==> config.mk <==
export PLATFORM = sky130hd
export DESIGN_NAME = pipeCore
export DESIGN_NICKNAME = d
export VERILOG_FILES = /design/src/source/pipeCorePkg.sv /design/src/source/decodeStage.sv /design/src/source/executeStage.sv /design/src/source/fetchStage.sv /design/src/source/hazardUnit.sv /design/src/source/pipeCore.sv /design/src/source/stageRegs.sv
export SDC_FILE = /design/constraint.sdc
export NUM_CORES = 2
export LEC_CHECK = 0
export ABC_CLOCK_PERIOD_IN_PS = 4300
export BUFFER_PORTS_ARGS = -buffer_cell sky130_fd_sc_hd__buf_2
export CAP_MARGIN = 20
export CORE_UTILIZATION = 47
export CTS_BUF_LIST = sky130_fd_sc_hd__clkbuf_4 sky130_fd_sc_hd__clkbuf_8
export CTS_CLUSTER_SIZE = 40
export DETAILED_ROUTE_END_ITERATION = 16
export PLACE_DENSITY = 0.72
export SETUP_SLACK_MARGIN = 0.02
export SLEW_MARGIN = 15
export SYNTH_ARGS = -nofsm -noshare
export SYNTH_HDL_FRONTEND = slang
export SYNTH_SLANG_ARGS = --single-unit
==> constraint.sdc <==
create_clock -name clk -period 4.3 [get_ports clk]
set_input_delay 1.29 -clock clk [delete_from_list [all_inputs] [get_ports clk]]
set_output_delay 1.29 -clock clk [all_outputs]
set_load 0.03 [all_outputs]
==> src/source/pipeCorePkg.sv <==
`default_nettype none

package pipeCorePkg;

    // ****************************************
    // Widths.
    // ****************************************
    localparam int DATA_WIDTH     = 16;
    localparam int INSTR_WIDTH    = 16;
    localparam int PC_WIDTH       = 6;
    localparam int IMEM_DEPTH     = 1 << PC_WIDTH;
    localparam int REG_COUNT      = 8;
    localparam int REG_ADDR_WIDTH = 3;
    localparam int IMM_WIDTH      = 6;
    localparam int OPCODE_WIDTH   = 4;

    // ****************************************
    // Instruction format.
    // ****************************************
    localparam int OPCODE_MSB = 15;
    localparam int OPCODE_LSB = 12;
    localparam int RD_MSB     = 11;
    localparam int RD_LSB     = 9;
    localparam int RS_MSB     = 8;
    localparam int RS_LSB     = 6;
    localparam int IMM_MSB    = 5;
    localparam int IMM_LSB    = 0;
    localparam int RT_MSB     = 2;  // Shares the low immediate bits.
    localparam int RT_LSB     = 0;

    typedef enum logic [OPCODE_WIDTH-1:0] {
        OP_NOP  = 4'h0,
        OP_ADD  = 4'h1,
        OP_SUB  = 4'h2,
        OP_AND  = 4'h3,
        OP_XOR  = 4'h4,
        OP_ADDI = 4'h5,
        OP_LI   = 4'h6,
        OP_BEQ  = 4'h7
    } opcode_e;

    // ****************************************
    // Stage payloads.
    // ****************************************
    typedef struct packed {
        logic                   valid;
        logic [PC_WIDTH-1:0]    pc;
        logic [INSTR_WIDTH-1:0] instr;
    } fetchData_t;

    typedef struct packed {
        logic                      valid;
        logic [PC_WIDTH-1:0]       pc;
        opcode_e                   op;
        logic [REG_ADDR_WIDTH-1:0] rd;
        logic [DATA_WIDTH-1:0]     operandA;
        logic [DATA_WIDTH-1:0]     operandB;
        logic [IMM_WIDTH-1:0]      imm;     // Raw field extended in execute.
        logic                      writesReg;
    } decodeData_t;

    typedef struct packed {
        logic                      valid;
        logic [PC_WIDTH-1:0]       pc;
        logic [REG_ADDR_WIDTH-1:0] rd;
        logic [DATA_WIDTH-1:0]     result;
        logic                      writesReg;
    } execData_t;

endpackage

`default_nettype wire

==> src/source/decodeStage.sv <==
`timescale 1ns/1ns
`default_nettype none

module decodeStage (
    input  logic                                   clk,
    input  logic                                   resetn,
    input  pipeCorePkg::fetchData_t                fetchData,
    input  logic                                   commitWrite,
    input  logic [pipeCorePkg::REG_ADDR_WIDTH-1:0] commitRd,
    input  logic [pipeCorePkg::DATA_WIDTH-1:0]     commitValue,
    output pipeCorePkg::decodeData_t               decodeData,
    output logic [pipeCorePkg::REG_ADDR_WIDTH-1:0] srcA,
    output logic [pipeCorePkg::REG_ADDR_WIDTH-1:0] srcB,
    output logic                                   usesA,
    output logic                                   usesB
);
    import pipeCorePkg::*;

    logic [DATA_WIDTH-1:0]     regFile [REG_COUNT];
    logic [OPCODE_WIDTH-1:0]   rawOp;
    opcode_e                   op;
    logic [REG_ADDR_WIDTH-1:0] rd, rs, rt;
    logic                      writesReg;
    logic                      useRdAsB;

    // Register 0 reads as zero and commit data bypasses the array.
    function automatic logic [DATA_WIDTH-1:0] readReg(input logic [REG_ADDR_WIDTH-1:0] addr);
        logic [DATA_WIDTH-1:0] value;
        if (addr == '0) begin
            value = '0;
        end else if (commitWrite && (commitRd == addr)) begin
            value = commitValue;
        end else begin
            value = regFile[addr];
        end
        return value;
    endfunction

    assign rawOp = fetchData.instr[OPCODE_MSB:OPCODE_LSB];
    assign rd    = fetchData.instr[RD_MSB:RD_LSB];
    assign rs    = fetchData.instr[RS_MSB:RS_LSB];
    assign rt    = fetchData.instr[RT_MSB:RT_LSB];

    // ****************************************
    // Opcode decode.
    // ****************************************
    always_comb begin
        op        = OP_NOP;  // Unknown opcodes behave as NOP.
        writesReg = 1'b0;
        usesA     = 1'b0;
        usesB     = 1'b0;
        useRdAsB  = 1'b0;
        case (rawOp)
            OP_ADD, OP_SUB, OP_AND, OP_XOR: begin
                op        = opcode_e'(rawOp);
                writesReg = 1'b1;
                usesA     = 1'b1;
                usesB     = 1'b1;
            end
            OP_ADDI: begin
                op        = OP_ADDI;
                writesReg = 1'b1;
                usesA     = 1'b1;
            end
            OP_LI: begin
                op        = OP_LI;
                writesReg = 1'b1;
            end
            OP_BEQ: begin
                op       = OP_BEQ;
                usesA    = 1'b1;
                usesB    = 1'b1;
                useRdAsB = 1'b1;  // Compares rd with rs.
            end
            default: ;
        endcase
    end

    assign srcA = rs;
    assign srcB = useRdAsB ? rd : rt;

    // ****************************************
    // Register file.
    // ****************************************
    always_ff @(posedge clk) begin
        if (~resetn) begin
            for (int i = 0; i < REG_COUNT; i++) begin
                regFile[i] <= '0;
            end
        end else if (commitWrite && (commitRd != '0)) begin
            regFile[commitRd] <= commitValue;
        end
    end

    always_comb begin
        decodeData.valid     = fetchData.valid;
        decodeData.pc        = fetchData.pc;
        decodeData.op        = op;
        decodeData.rd        = rd;
        decodeData.operandA  = readReg(srcA);
        decodeData.operandB  = readReg(srcB);
        decodeData.imm       = fetchData.instr[IMM_MSB:IMM_LSB];
        decodeData.writesReg = writesReg & fetchData.valid;
    end

endmodule

`default_nettype wire

==> src/source/executeStage.sv <==
`timescale 1ns/1ns
`default_nettype none

module executeStage (
    input  pipeCorePkg::decodeData_t         decodeData,
    output pipeCorePkg::execData_t           execData,
    output logic                             branchTaken,
    output logic [pipeCorePkg::PC_WIDTH-1:0] branchTarget
);
    import pipeCorePkg::*;

    logic [DATA_WIDTH-1:0] immExt;
    logic [DATA_WIDTH-1:0] aluB;
    logic [DATA_WIDTH-1:0] aluResult;
    logic                  immSelect;

    // ****************************************
    // Immediate and operand select.
    // ****************************************
    assign immExt = {{(DATA_WIDTH - IMM_WIDTH){decodeData.imm[IMM_WIDTH-1]}}, decodeData.imm};

    assign immSelect = (decodeData.op == OP_ADDI) || (decodeData.op == OP_LI);
    assign aluB      = immSelect ? immExt : decodeData.operandB;

    // ****************************************
    // ALU.
    // ****************************************
    always_comb begin
        case (decodeData.op)
            OP_ADD, OP_ADDI: aluResult = decodeData.operandA + aluB;
            OP_SUB:          aluResult = decodeData.operandA - aluB;
            OP_AND:          aluResult = decodeData.operandA & aluB;
            OP_XOR:          aluResult = decodeData.operandA ^ aluB;
            OP_LI:           aluResult = aluB;
            default:         aluResult = '0;
        endcase
    end

    // Branch resolution.
    assign branchTaken = decodeData.valid && (decodeData.op == OP_BEQ) &&
                         (decodeData.operandA == decodeData.operandB);

    // Target wraps within the 64-word memory.
    assign branchTarget = decodeData.pc + PC_WIDTH'(1) + immExt[PC_WIDTH-1:0];

    // Non-writing ops commit rd 0 and value 0.
    always_comb begin
        execData.valid     = decodeData.valid;
        execData.pc        = decodeData.pc;
        execData.writesReg = decodeData.writesReg;
        if (decodeData.writesReg) begin
            execData.rd     = decodeData.rd;
            execData.result = aluResult;
        end else begin
            execData.rd     = '0;
            execData.result = '0;
        end
    end

endmodule

`default_nettype wire

==> src/source/fetchStage.sv <==
`timescale 1ns/1ns
`default_nettype none

module fetchStage (
    input  logic                                clk,
    input  logic [pipeCorePkg::PC_WIDTH-1:0]    pc,
    input  logic                                branchTaken,
    input  logic [pipeCorePkg::PC_WIDTH-1:0]    branchTarget,
    input  logic                                imemWrite,
    input  logic [pipeCorePkg::PC_WIDTH-1:0]    imemAddr,
    input  logic [pipeCorePkg::INSTR_WIDTH-1:0] imemData,
    output logic [pipeCorePkg::PC_WIDTH-1:0]    pcNew,
    output pipeCorePkg::fetchData_t             fetchData
);
    import pipeCorePkg::*;

    logic [INSTR_WIDTH-1:0] imem [IMEM_DEPTH];

    // ****************************************
    // Instruction memory.
    // ****************************************

    // Loaded from outside while the core sits in reset.
    always_ff @(posedge clk) begin
        if (imemWrite) begin
            imem[imemAddr] <= imemData;
        end
    end

    always_comb begin
        fetchData.valid = 1'b1;
        fetchData.pc    = pc;
        fetchData.instr = imem[pc];  // Asynchronous read.
    end

    // ****************************************
    // Next pc.
    // ****************************************
    always_comb begin
        if (branchTaken) begin
            pcNew = branchTarget;  // Redirect from execute.
        end else begin
            pcNew = pc + PC_WIDTH'(1);
        end
    end

endmodule

`default_nettype wire

==> src/source/hazardUnit.sv <==
`timescale 1ns/1ns
`default_nettype none

module hazardUnit (
    input  logic [pipeCorePkg::REG_ADDR_WIDTH-1:0] srcA,
    input  logic [pipeCorePkg::REG_ADDR_WIDTH-1:0] srcB,
    input  logic                                   usesA,
    input  logic                                   usesB,
    input  logic                                   decodeValid,
    input  logic [pipeCorePkg::REG_ADDR_WIDTH-1:0] execDest,
    input  logic                                   execWrites,
    input  logic [pipeCorePkg::REG_ADDR_WIDTH-1:0] wbDest,
    input  logic                                   wbWrites,
    input  logic                                   branchTaken,
    input  logic                                   commitValid,
    input  logic                                   commitReady,
    output logic                                   stallF,
    output logic                                   stallD,
    output logic                                   flushD,
    output logic                                   stallE,
    output logic                                   flushE,
    output logic                                   stallW
);
    logic commitStall;
    logic commitTaken;
    logic execHit;
    logic wbHit;
    logic dataHazard;

    assign commitStall = commitValid & ~commitReady;
    assign commitTaken = commitValid & commitReady;

    // ****************************************
    // Read-after-write detection.
    // ****************************************
    assign execHit = execWrites &&
                     ((usesA && (srcA != '0) && (srcA == execDest)) ||
                      (usesB && (srcB != '0) && (srcB == execDest)));

    // A committing producer is picked up by write-through.
    assign wbHit = wbWrites && !commitTaken &&
                   ((usesA && (srcA != '0) && (srcA == wbDest)) ||
                    (usesB && (srcB != '0) && (srcB == wbDest)));

    assign dataHazard = decodeValid & (execHit | wbHit);

    // ****************************************
    // Stall and flush.
    // ****************************************
    assign stallW = commitStall;
    assign stallE = commitStall;
    assign flushE = ~commitStall & (branchTaken | dataHazard);  // Bubble or squash.
    assign flushD = ~commitStall & branchTaken;
    assign stallD = commitStall | (dataHazard & ~branchTaken);  // Branch wins.
    assign stallF = commitStall | (dataHazard & ~branchTaken);

endmodule

`default_nettype wire

==> src/source/pipeCore.sv <==
`timescale 1ns/1ns
`default_nettype none

module pipeCore (
    input  logic                                   clk,
    input  logic                                   resetn,
    input  logic                                   imemWrite,
    input  logic [pipeCorePkg::PC_WIDTH-1:0]       imemAddr,
    input  logic [pipeCorePkg::INSTR_WIDTH-1:0]    imemData,
    output logic                                   commitValid,
    output logic [pipeCorePkg::PC_WIDTH-1:0]       commitPc,
    output logic [pipeCorePkg::REG_ADDR_WIDTH-1:0] commitRd,
    output logic [pipeCorePkg::DATA_WIDTH-1:0]     commitValue,
    input  logic                                   commitReady
);
    import pipeCorePkg::*;

    logic [PC_WIDTH-1:0]       pc, pcNew;
    fetchData_t                fetchDataNew, fetchData;
    decodeData_t               decodeDataNew, decodeData;
    execData_t                 execDataNew, commitData;
    logic                      branchTaken;
    logic [PC_WIDTH-1:0]       branchTarget;
    logic [REG_ADDR_WIDTH-1:0] srcA, srcB;
    logic                      usesA, usesB;
    logic                      commitWrite;
    logic                      stallF, stallD, flushD, stallE, flushE, stallW;

    // ****************************************
    // Pipeline.
    // ****************************************
    fetchReg fetchReg_i (.clk, .resetn, .stall(stallF), .dataNew(pcNew), .data(pc));

    fetchStage fetchStage_i (
        .clk, .pc, .branchTaken, .branchTarget,
        .imemWrite, .imemAddr, .imemData,
        .pcNew, .fetchData(fetchDataNew)
    );

    decodeReg decodeReg_i (
        .clk, .resetn, .stall(stallD), .flush(flushD),
        .dataNew(fetchDataNew), .data(fetchData)
    );

    decodeStage decodeStage_i (
        .clk, .resetn, .fetchData,
        .commitWrite, .commitRd, .commitValue,
        .decodeData(decodeDataNew), .srcA, .srcB, .usesA, .usesB
    );

    executeReg executeReg_i (
        .clk, .resetn, .stall(stallE), .flush(flushE),
        .dataNew(decodeDataNew), .data(decodeData)
    );

    executeStage executeStage_i (
        .decodeData, .execData(execDataNew), .branchTaken, .branchTarget
    );

    writebackReg writebackReg_i (
        .clk, .resetn, .stall(stallW), .flush(1'b0),
        .dataNew(execDataNew), .data(commitData)
    );

    hazardUnit hazardUnit_i (
        .srcA, .srcB, .usesA, .usesB,
        .decodeValid(fetchData.valid),
        .execDest(decodeData.rd), .execWrites(decodeData.valid & decodeData.writesReg),
        .wbDest(commitData.rd), .wbWrites(commitData.valid & commitData.writesReg),
        .branchTaken, .commitValid, .commitReady,
        .stallF, .stallD, .flushD, .stallE, .flushE, .stallW
    );

    // Commit port.
    assign commitValid = commitData.valid;
    assign commitPc    = commitData.pc;
    assign commitRd    = commitData.rd;
    assign commitValue = commitData.result;
    assign commitWrite = commitValid & commitReady & commitData.writesReg;

endmodule

`default_nettype wire

==> src/source/stageRegs.sv <==
`timescale 1ns/1ns
`default_nettype none

// ****************************************
// Fetch register holding the pc.
// ****************************************
module fetchReg (
    input  logic                             clk,
    input  logic                             resetn,
    input  logic                             stall,
    input  logic [pipeCorePkg::PC_WIDTH-1:0] dataNew,
    output logic [pipeCorePkg::PC_WIDTH-1:0] data
);
    always_ff @(posedge clk) begin
        if (~resetn) begin
            data <= '0;  // Restart at pc 0.
        end else if (~stall) begin
            data <= dataNew;
        end
    end
endmodule

// ****************************************
// Decode register.
// ****************************************
module decodeReg (
    input  logic                    clk,
    input  logic                    resetn,
    input  logic                    stall,
    input  logic                    flush,
    input  pipeCorePkg::fetchData_t dataNew,
    output pipeCorePkg::fetchData_t data
);
    always_ff @(posedge clk) begin
        if (~resetn | flush) begin
            data <= '0;
        end else if (~stall) begin
            data <= dataNew;
        end
    end
endmodule

// ****************************************
// Execute register.
// ****************************************
module executeReg (
    input  logic                     clk,
    input  logic                     resetn,
    input  logic                     stall,
    input  logic                     flush,
    input  pipeCorePkg::decodeData_t dataNew,
    output pipeCorePkg::decodeData_t data
);
    always_ff @(posedge clk) begin
        if (~resetn | flush) begin
            data <= '0;  // Bubble.
        end else if (~stall) begin
            data <= dataNew;
        end
    end
endmodule

// ****************************************
// Writeback register feeding the commit port.
// ****************************************
module writebackReg (
    input  logic                   clk,
    input  logic                   resetn,
    input  logic                   stall,
    input  logic                   flush,
    input  pipeCorePkg::execData_t dataNew,
    output pipeCorePkg::execData_t data
);
    always_ff @(posedge clk) begin
        if (~resetn | flush) begin
            data <= '0;
        end else if (~stall) begin
            data <= dataNew;
        end
    end
endmodule

`default_nettype wire
# After elaboration in Yosys (flattened, before gate mapping)
# Memories as Yosys holds them, arrays and structs flattened. A register that Yosys moved wholly into a read port is not among the register bits.
# Cells that the tools add are included.
[totals] ff_bits=93 mem_bits_rw=1152 out_inout_bits=26 wordCells=118 mem_count=2
[mem_list] memory="fetchStage_i.imem" words=64 word_bits=16 rd=1 rd_ports_with_merged_regs=1 wr=1 line="fetchStage.sv:17" source="logic [INSTR_WIDTH-1:0] imem [IMEM_DEPTH];"
[mem_list] memory="decodeStage_i.regFile" words=8 word_bits=16 rd=2 rd_ports_with_merged_regs=0 wr=8 line="decodeStage.sv:19" source="logic [DATA_WIDTH-1:0] regFile [REG_COUNT];"
[classes] add_sub_neg=5 eq_ne=21 mux=23 bitwise=21 n_reduce_logical=30
[op_table] cell="2-to-1 mux 16 bit" n=6
[op_table] cell="one-hot mux 16 bit (5 select lines)" n=1
[op_table] cell="equality test 4 x 3 -> 1 bit, second input constant" n=8
[op_table] cell="2-to-1 mux 19 bit" n=1
[op_table] cell="equality test 3 bit" n=6
[op_table] cell="adder 16 bit" n=1
[op_table] cell="AND 16 bit" n=1
[op_table] cell="equality test 16 bit" n=1
[op_table] cell="equality test 4 x 2 -> 1 bit, second input constant" n=4
[op_table] cell="one-hot mux 4 bit (4 select lines)" n=1
[op_table] cell="OR reduction 16 bit" n=1
[op_table] cell="subtractor 16 bit" n=1
[op_table] cell="XOR 16 bit" n=1
[op_table] cell="logical AND 1 bit" n=14
[op_table] cell="adder 6 x 1 -> 6 bit, second input constant" n=2
[op_table] cell="OR reduction 6 bit" n=2
[op_table] cell="2-to-1 mux 1 bit" n=11
[op_table] cell="AND 1 bit" n=10
[op_table] cell="nonzero test 3 bit" n=3
[op_table] cell="equality test 4 x 1 -> 1 bit, second input constant" n=2
[op_table] cell="adder 6 bit" n=1
[op_table] cell="zero test 3 bit" n=2
[op_table] cell="2-to-1 mux 3 bit" n=2
[op_table] cell="2-to-1 mux 6 bit" n=1
[op_table] cell="7 further kinds" n=17

# Longest topological paths before layout
[depth] word_depth=13 ltp_mapped=19 depth_no_buf=17

# Modules after synthesis
# From an unflattened synthesis, not the netlist that was laid out.
[hier_totals] hier_cells=3124 hier_area_um2=53811.6
[by_module_without_submodules] module="fetchStage" instances=1 cells_per_inst=1873 area_per_inst_um2=39801.9
[by_module_without_submodules] module="decodeStage" instances=1 cells_per_inst=552 area_per_inst_um2=7483.4
[by_module_without_submodules] module="executeStage" instances=1 cells_per_inst=308 area_per_inst_um2=2292.2
[by_module_without_submodules] module="executeReg" instances=1 cells_per_inst=172 area_per_inst_um2=1913.1
[by_module_without_submodules] module="writebackReg" instances=1 cells_per_inst=88 area_per_inst_um2=994.7
[by_module_without_submodules] module="decodeReg" instances=1 cells_per_inst=75 area_per_inst_um2=844.6
[by_module_without_submodules] module="hazardUnit" instances=1 cells_per_inst=33 area_per_inst_um2=230.2
[by_module_without_submodules] module="fetchReg" instances=1 cells_per_inst=19 area_per_inst_um2=229.0
[by_module_without_submodules] module="pipeCore" instances=1 cells_per_inst=4 area_per_inst_um2=22.5

# Least setup slack after synthesis
# Ideal clock, no wire load.
[synth_path] path_type="register to register" start="register executeReg_i.data[42] (netlist bit)" end="register writebackReg_i.data[14] (netlist bit)" t_arrival_ps=3719 required_time_ps=4146 setup_slack_ps=427 path_stages_with_launch=19 period_less_slack_ps=3873 path_cell_list="dfxtp_1 xnor2_1 or3b_2 clkbuf_1 clkbuf_1 mux2i_1 inv_1 nor2_1 a21oi_1 xnor2_1 ha_1 or2_2 and4b_1 o21ai_0 o21ai_0 a31oi_1 xnor2_1 a222oi_1 nor2_1"
[synth_via] elab_chain_len=6
[synth_lines] element="start, declared" line="stageRegs.sv:52" source="output pipeCorePkg::decodeData_t data"
[synth_lines] element="start signal, assigned" line="stageRegs.sv:58" source="data <= dataNew;"
[synth_lines] element="equality test 4 x 3 -> 1 bit" line="executeStage.sv:22, executeStage.sv:29"
[synth_lines] element="logical OR 1 bit" line="executeStage.sv:22" source="assign immSelect = (decodeData.op == OP_ADDI) || (decodeData.op == OP_LI);"
[synth_lines] element="2-to-1 mux 16 bit" line="executeStage.sv:23" source="assign aluB = immSelect ? immExt : decodeData.operandB;"
[synth_lines] element="subtractor 16 bit, or another cell as far along" line="executeStage.sv:31" source="OP_SUB: aluResult = decodeData.operandA - aluB;"
[synth_lines] element="one-hot mux 16 bit (5 select lines) (*)" line="executeStage.sv:29" source="case (decodeData.op)"
[synth_lines] element="2-to-1 mux 19 bit (*)" line="executeStage.sv:51" source="if (decodeData.writesReg) begin"
[synth_lines] element="end signal, assigned" line="stageRegs.sv:78" source="data <= dataNew;"
[synth_lines] element="end, declared" line="stageRegs.sv:72" source="output pipeCorePkg::execData_t data"
# Mark *: on every way between the ends. The rest lies on a longest branch, timed or not.
# A chain may end at the register's enable or synchronous reset.

# Worst setup path in the final report
[layout_path] start="register executeReg_i.data[43] (netlist bit)" end="register writebackReg_i.data[14] (netlist bit)"
# Same word-level chain as after synthesis.

==> key figures <==
Clock tree
  • Clock-pin transition on the worst setup and hold timing paths: around 70 ps
  • Post-CTS Setup Inserts: 0
  • CTS sink cnt: 1261
  • Bufs on Longest Clock Path: 3
  • Post_cts resized: 0
  • CTS Buf Count: about 190
  • Latest clock arrival within the worst-skew pair: just under 900 ps
  • CTS tree: done
  • Clock root cell: clkbuf_8
  • H-tree levels: 4
  • Hold Buf Count CTS: 0

Worst setup path
  • CP max-delay cell: or3b_2
  • CP peak stage delay: 590 ps
  • Setup crit start kind: register
  • Setup Crit Path Kind: reg -> reg
  • CP Cell Sequence: xnor2_1 > or3b_2 > mux2i_2 > nand2_1 > nor2_1 > a21oi_1 > xnor2_1 > ha_1 > or2_2 > and4b_1 > o21ai_0 > o21ai_0 > a31oi_1 > xnor2_1 > a222oi_1 > nor2_1
  • Worst Path Required: around 5000 ps
  • Critical path arrival: 4580 ps
  • Worst Setup End Kind: register
  • Most frequent CP cell: xnor2_1
  • Crit Path Max Fanout: 9

Synth
  • Syn Area/Cell: between 15 and 20 um2
  • Yosys reg bits: 1261
  • Yosys top cell area share: 0.657
  • Number of flops mapped to enable cells by yosys: approximately 1200
  • Dominant synthesized flop cell: edfxtp_1
  • Synth cell types: 66
  • Synth async-reset ratio: 0
  • Warnings, synthesis: 0
  • Mapped Cells: about 3000
  • Largest area contributor in the netlist: edfxtp_1
  • Cell Area, Synth: about 53000 um2
  • Post-synthesis sequential area ratio: 0.698
  • Top post-synthesis cells by area: edfxtp_1 (66%), mux4_2 (15%), dfxtp_1 (4.1%)

Detailed routing
  • Via density: 5.84
  • Routed WL: approximately 120000 um
  • DR DRC count: 0
  • Via Count: 28500
  • DR pass1 iterations: 6
  • Drt wl/cell: about 25 um
  • Antenna viol nets, final: 0
  • DRT iter0 DRCs: 3266

Global route
  • GRT Total Usage: 0.221
  • Met2 usage: 0.369
  • Number of global-route vias before repair: 28600
  • First-pass GRT wire length: about 180000 um
  • Grt ovf: 0
  • Largest net degree at the start of global routing: 83
  • Initial antenna violation count: 7
  • Grt met1 use: 0.285
  • Grt peak-use layer: met2
  • Met3 usage: 0.0448

Die
  • Initial Util: 0.475
  • Die Y: 337 um
  • Core ar.: 111000 um2
  • # IOs: 52
  • Die Wd: around 340 um
  • FP Rows: roughly 120
  • Die ar.: between 100000 and 150000 um2

Cells and area
  • Fin nets: between 3000 and 4000
  • Area Overhead vs Synth: 12.4%
  • # fillers: approximately 8700
  • Final Util: 0.534
  • Layout Cells excl Fill: 4872
  • Layout cells sized above 1: 0.270
  • Layout Cell Area excl Fill: a little under 60000 um2

Pwr
  • Pleak: around 20 nW
  • Max VDD drop: 0.317 mV
  • Power per cell area: around 450 nW/um2

Timing
  • Min Tclk post-route: approximately 3900 ps
  • Setup TNS: 0 ps
  • Tightest Pin Transition: approximately 1100 ps
  • Fin. max-slew vios: 0
  • Final worst slack: between 400 and 500 ps
  • Hold Vio Cnt, Final: 0
  • Tcrit/Tclk final: 0.906
  • Max Fclk: approximately 260 MHz
  • Clock Skew: 47.2 ps
  • Rel. slew slack: 0.284
  • Final setup viols: 0
  • RSZ-0062 raised after global routing: no

Placed design
  • Worst slack, placed: around 400 ps
  • Placed Cells: roughly 4500
  • Post-place instance area: between 50000 and 60000 um2
  • Placer Congestion: slightly below 0.9
  • # port buffers: a little over 50
  • Dpl hpwl: between 70000 and 80000 um

Flow run
  • MaxCap Viol Count: 0

Status
  • Outcome: completed

Min path
  • Hold Path Class: reg -> reg
## placed cells by master, fill, tap and decap left out, types with 13 or more instances in the layout
master	n
a21o_1	14
a21oi_1	61
a222oi_1	20
a22oi_1	62
and2_1	113
buf_12	15
buf_2	47
buf_4	147
clkbuf_4	46
clkbuf_8	191
clkinv_1	58
clkinv_2	26
conb_1	16
dfxtp_1	103
edfxtp_1	1152
ha_1	36
inv_1	23
mux2i_1	46
mux4_2	352
nand2_1	263
nand2b_1	17
nand3_1	105
nor2_1	150
nor2_2	27
nor2b_1	13
nor3_1	17
o21ai_0	48
xnor2_1	37
xor2_1	25
## Yosys cell counts (all sizes together), types with 5 or more instances
library cell  number
o21ai             51
nor3b              7
xor2              25
a21o              14
nor2             177
nor2b             14
a31oi              5
mux2i             51
and2             113
or3                6
xnor2             37
edfxtp          1152
a221oi             7
a22oi             62
a21oi             62
nor4               6
nand4              6
a222oi            20
ha                36
nand3            105
nand2            263
and3               6
dfxtp            109
a221o              5
nor3              22
buf               70
clkbuf           135
nand3b             9
mux4             352
nand2b            17
inv               24
## report_power, final
group | leakage [nW] | internal [mW] | switching, mW | total (mW)
Combinational | 6.26 | 1.55 | 1.84 | 3.38
Clock | 1.91 | 4.75 | 4.71 | 9.45
Sequential | 11.4 | 13.6 | 0.242 | 13.8
## registers in the layout, summed over array words and instances, names as in the netlist
name,cells
decodeStage_i.regFile,128
fetchStage_i.imem,1024
decodeReg_i.data,23
writebackReg_i.data,27
executeReg_i.data,53
fetchReg_i.data,6
## layer usage
layer,part of all wire,routed length (um)
met5,0.00057,70
met4,0.038,4660
met3,0.082,10200
met2,0.50,61400
met1,0.38,47300
## final timing paths
| kind | end | from | slack (ps) | cells after the start |
|---|---|---|---|---|
| worst max-delay path | writebackReg_i.data[14] | executeReg_i.data[43] | 400 | 16 |
| worst min-delay path | writebackReg_i.data[22] | writebackReg_i.data[22] | 450 | 2 |
| worst max register to register | writebackReg_i.data[14] | executeReg_i.data[43] | 400 | 16 |
| worst min register to register | writebackReg_i.data[22] | writebackReg_i.data[22] | 450 | 2 |
## metrics by stage
| step | hold WS (ps) | power, mW |
|---|---|---|
| final | 450 | 26.6 |
| after global placement | 441 | 17.4 |
| after detailed placement | 441 | 17.4 |
| after floorplan | 432 | 16.4 |
| after CTS | 450 | 26.8 |
| after global routing | 478 | 27.6 |
## cells by family (layout without fill, tap and decap cells)
| kind of cell | after synthesis | after routing | share of synthesized area |
|---|---|---|---|
| flip-flops | 1261 | 1261 | 0.698 |
| AND/OR/NAND/NOR | 769 | 769 | 0.0689 |
| multiplexers | 406 | 406 | 0.161 |
| AO/OA/AOI/OAI | 252 | 252 | 0.0334 |
| buffers and inverters | 229 | 577 | 0.0190 |
| XOR/XNOR | 62 | 62 | 0.0103 |
| adder cells (fa/ha/maj) | 38 | 38 | 0.00931 |
| other | 1 | 19 | 0.0000712 |
## area by class of cell
cell class | count | area [um2] | share of cell area
antenna | 3 | 7.51 | 0.000127
multi-input combinational | 1543 | 15100 | 0.256
tap | 1488 | 1860 | 0.0314
clock buffer | 237 | 2970 | 0.0502
sequential | 1261 | 36800 | 0.621
inverter | 24 | 90.1 | 0.00152
clock inverter | 105 | 672 | 0.0113
timing repair buffer | 211 | 1680 | 0.0284
## critical path, delay by kind of cell (launching register included)
family          cells  cell delay [ps]
simple gates        6             1490
compound gates      5              990
xor+xnor            3              360
fa+ha+maj           1              330
flops               1              320
mux                 1              280
(Power assumes the default switching activity.)
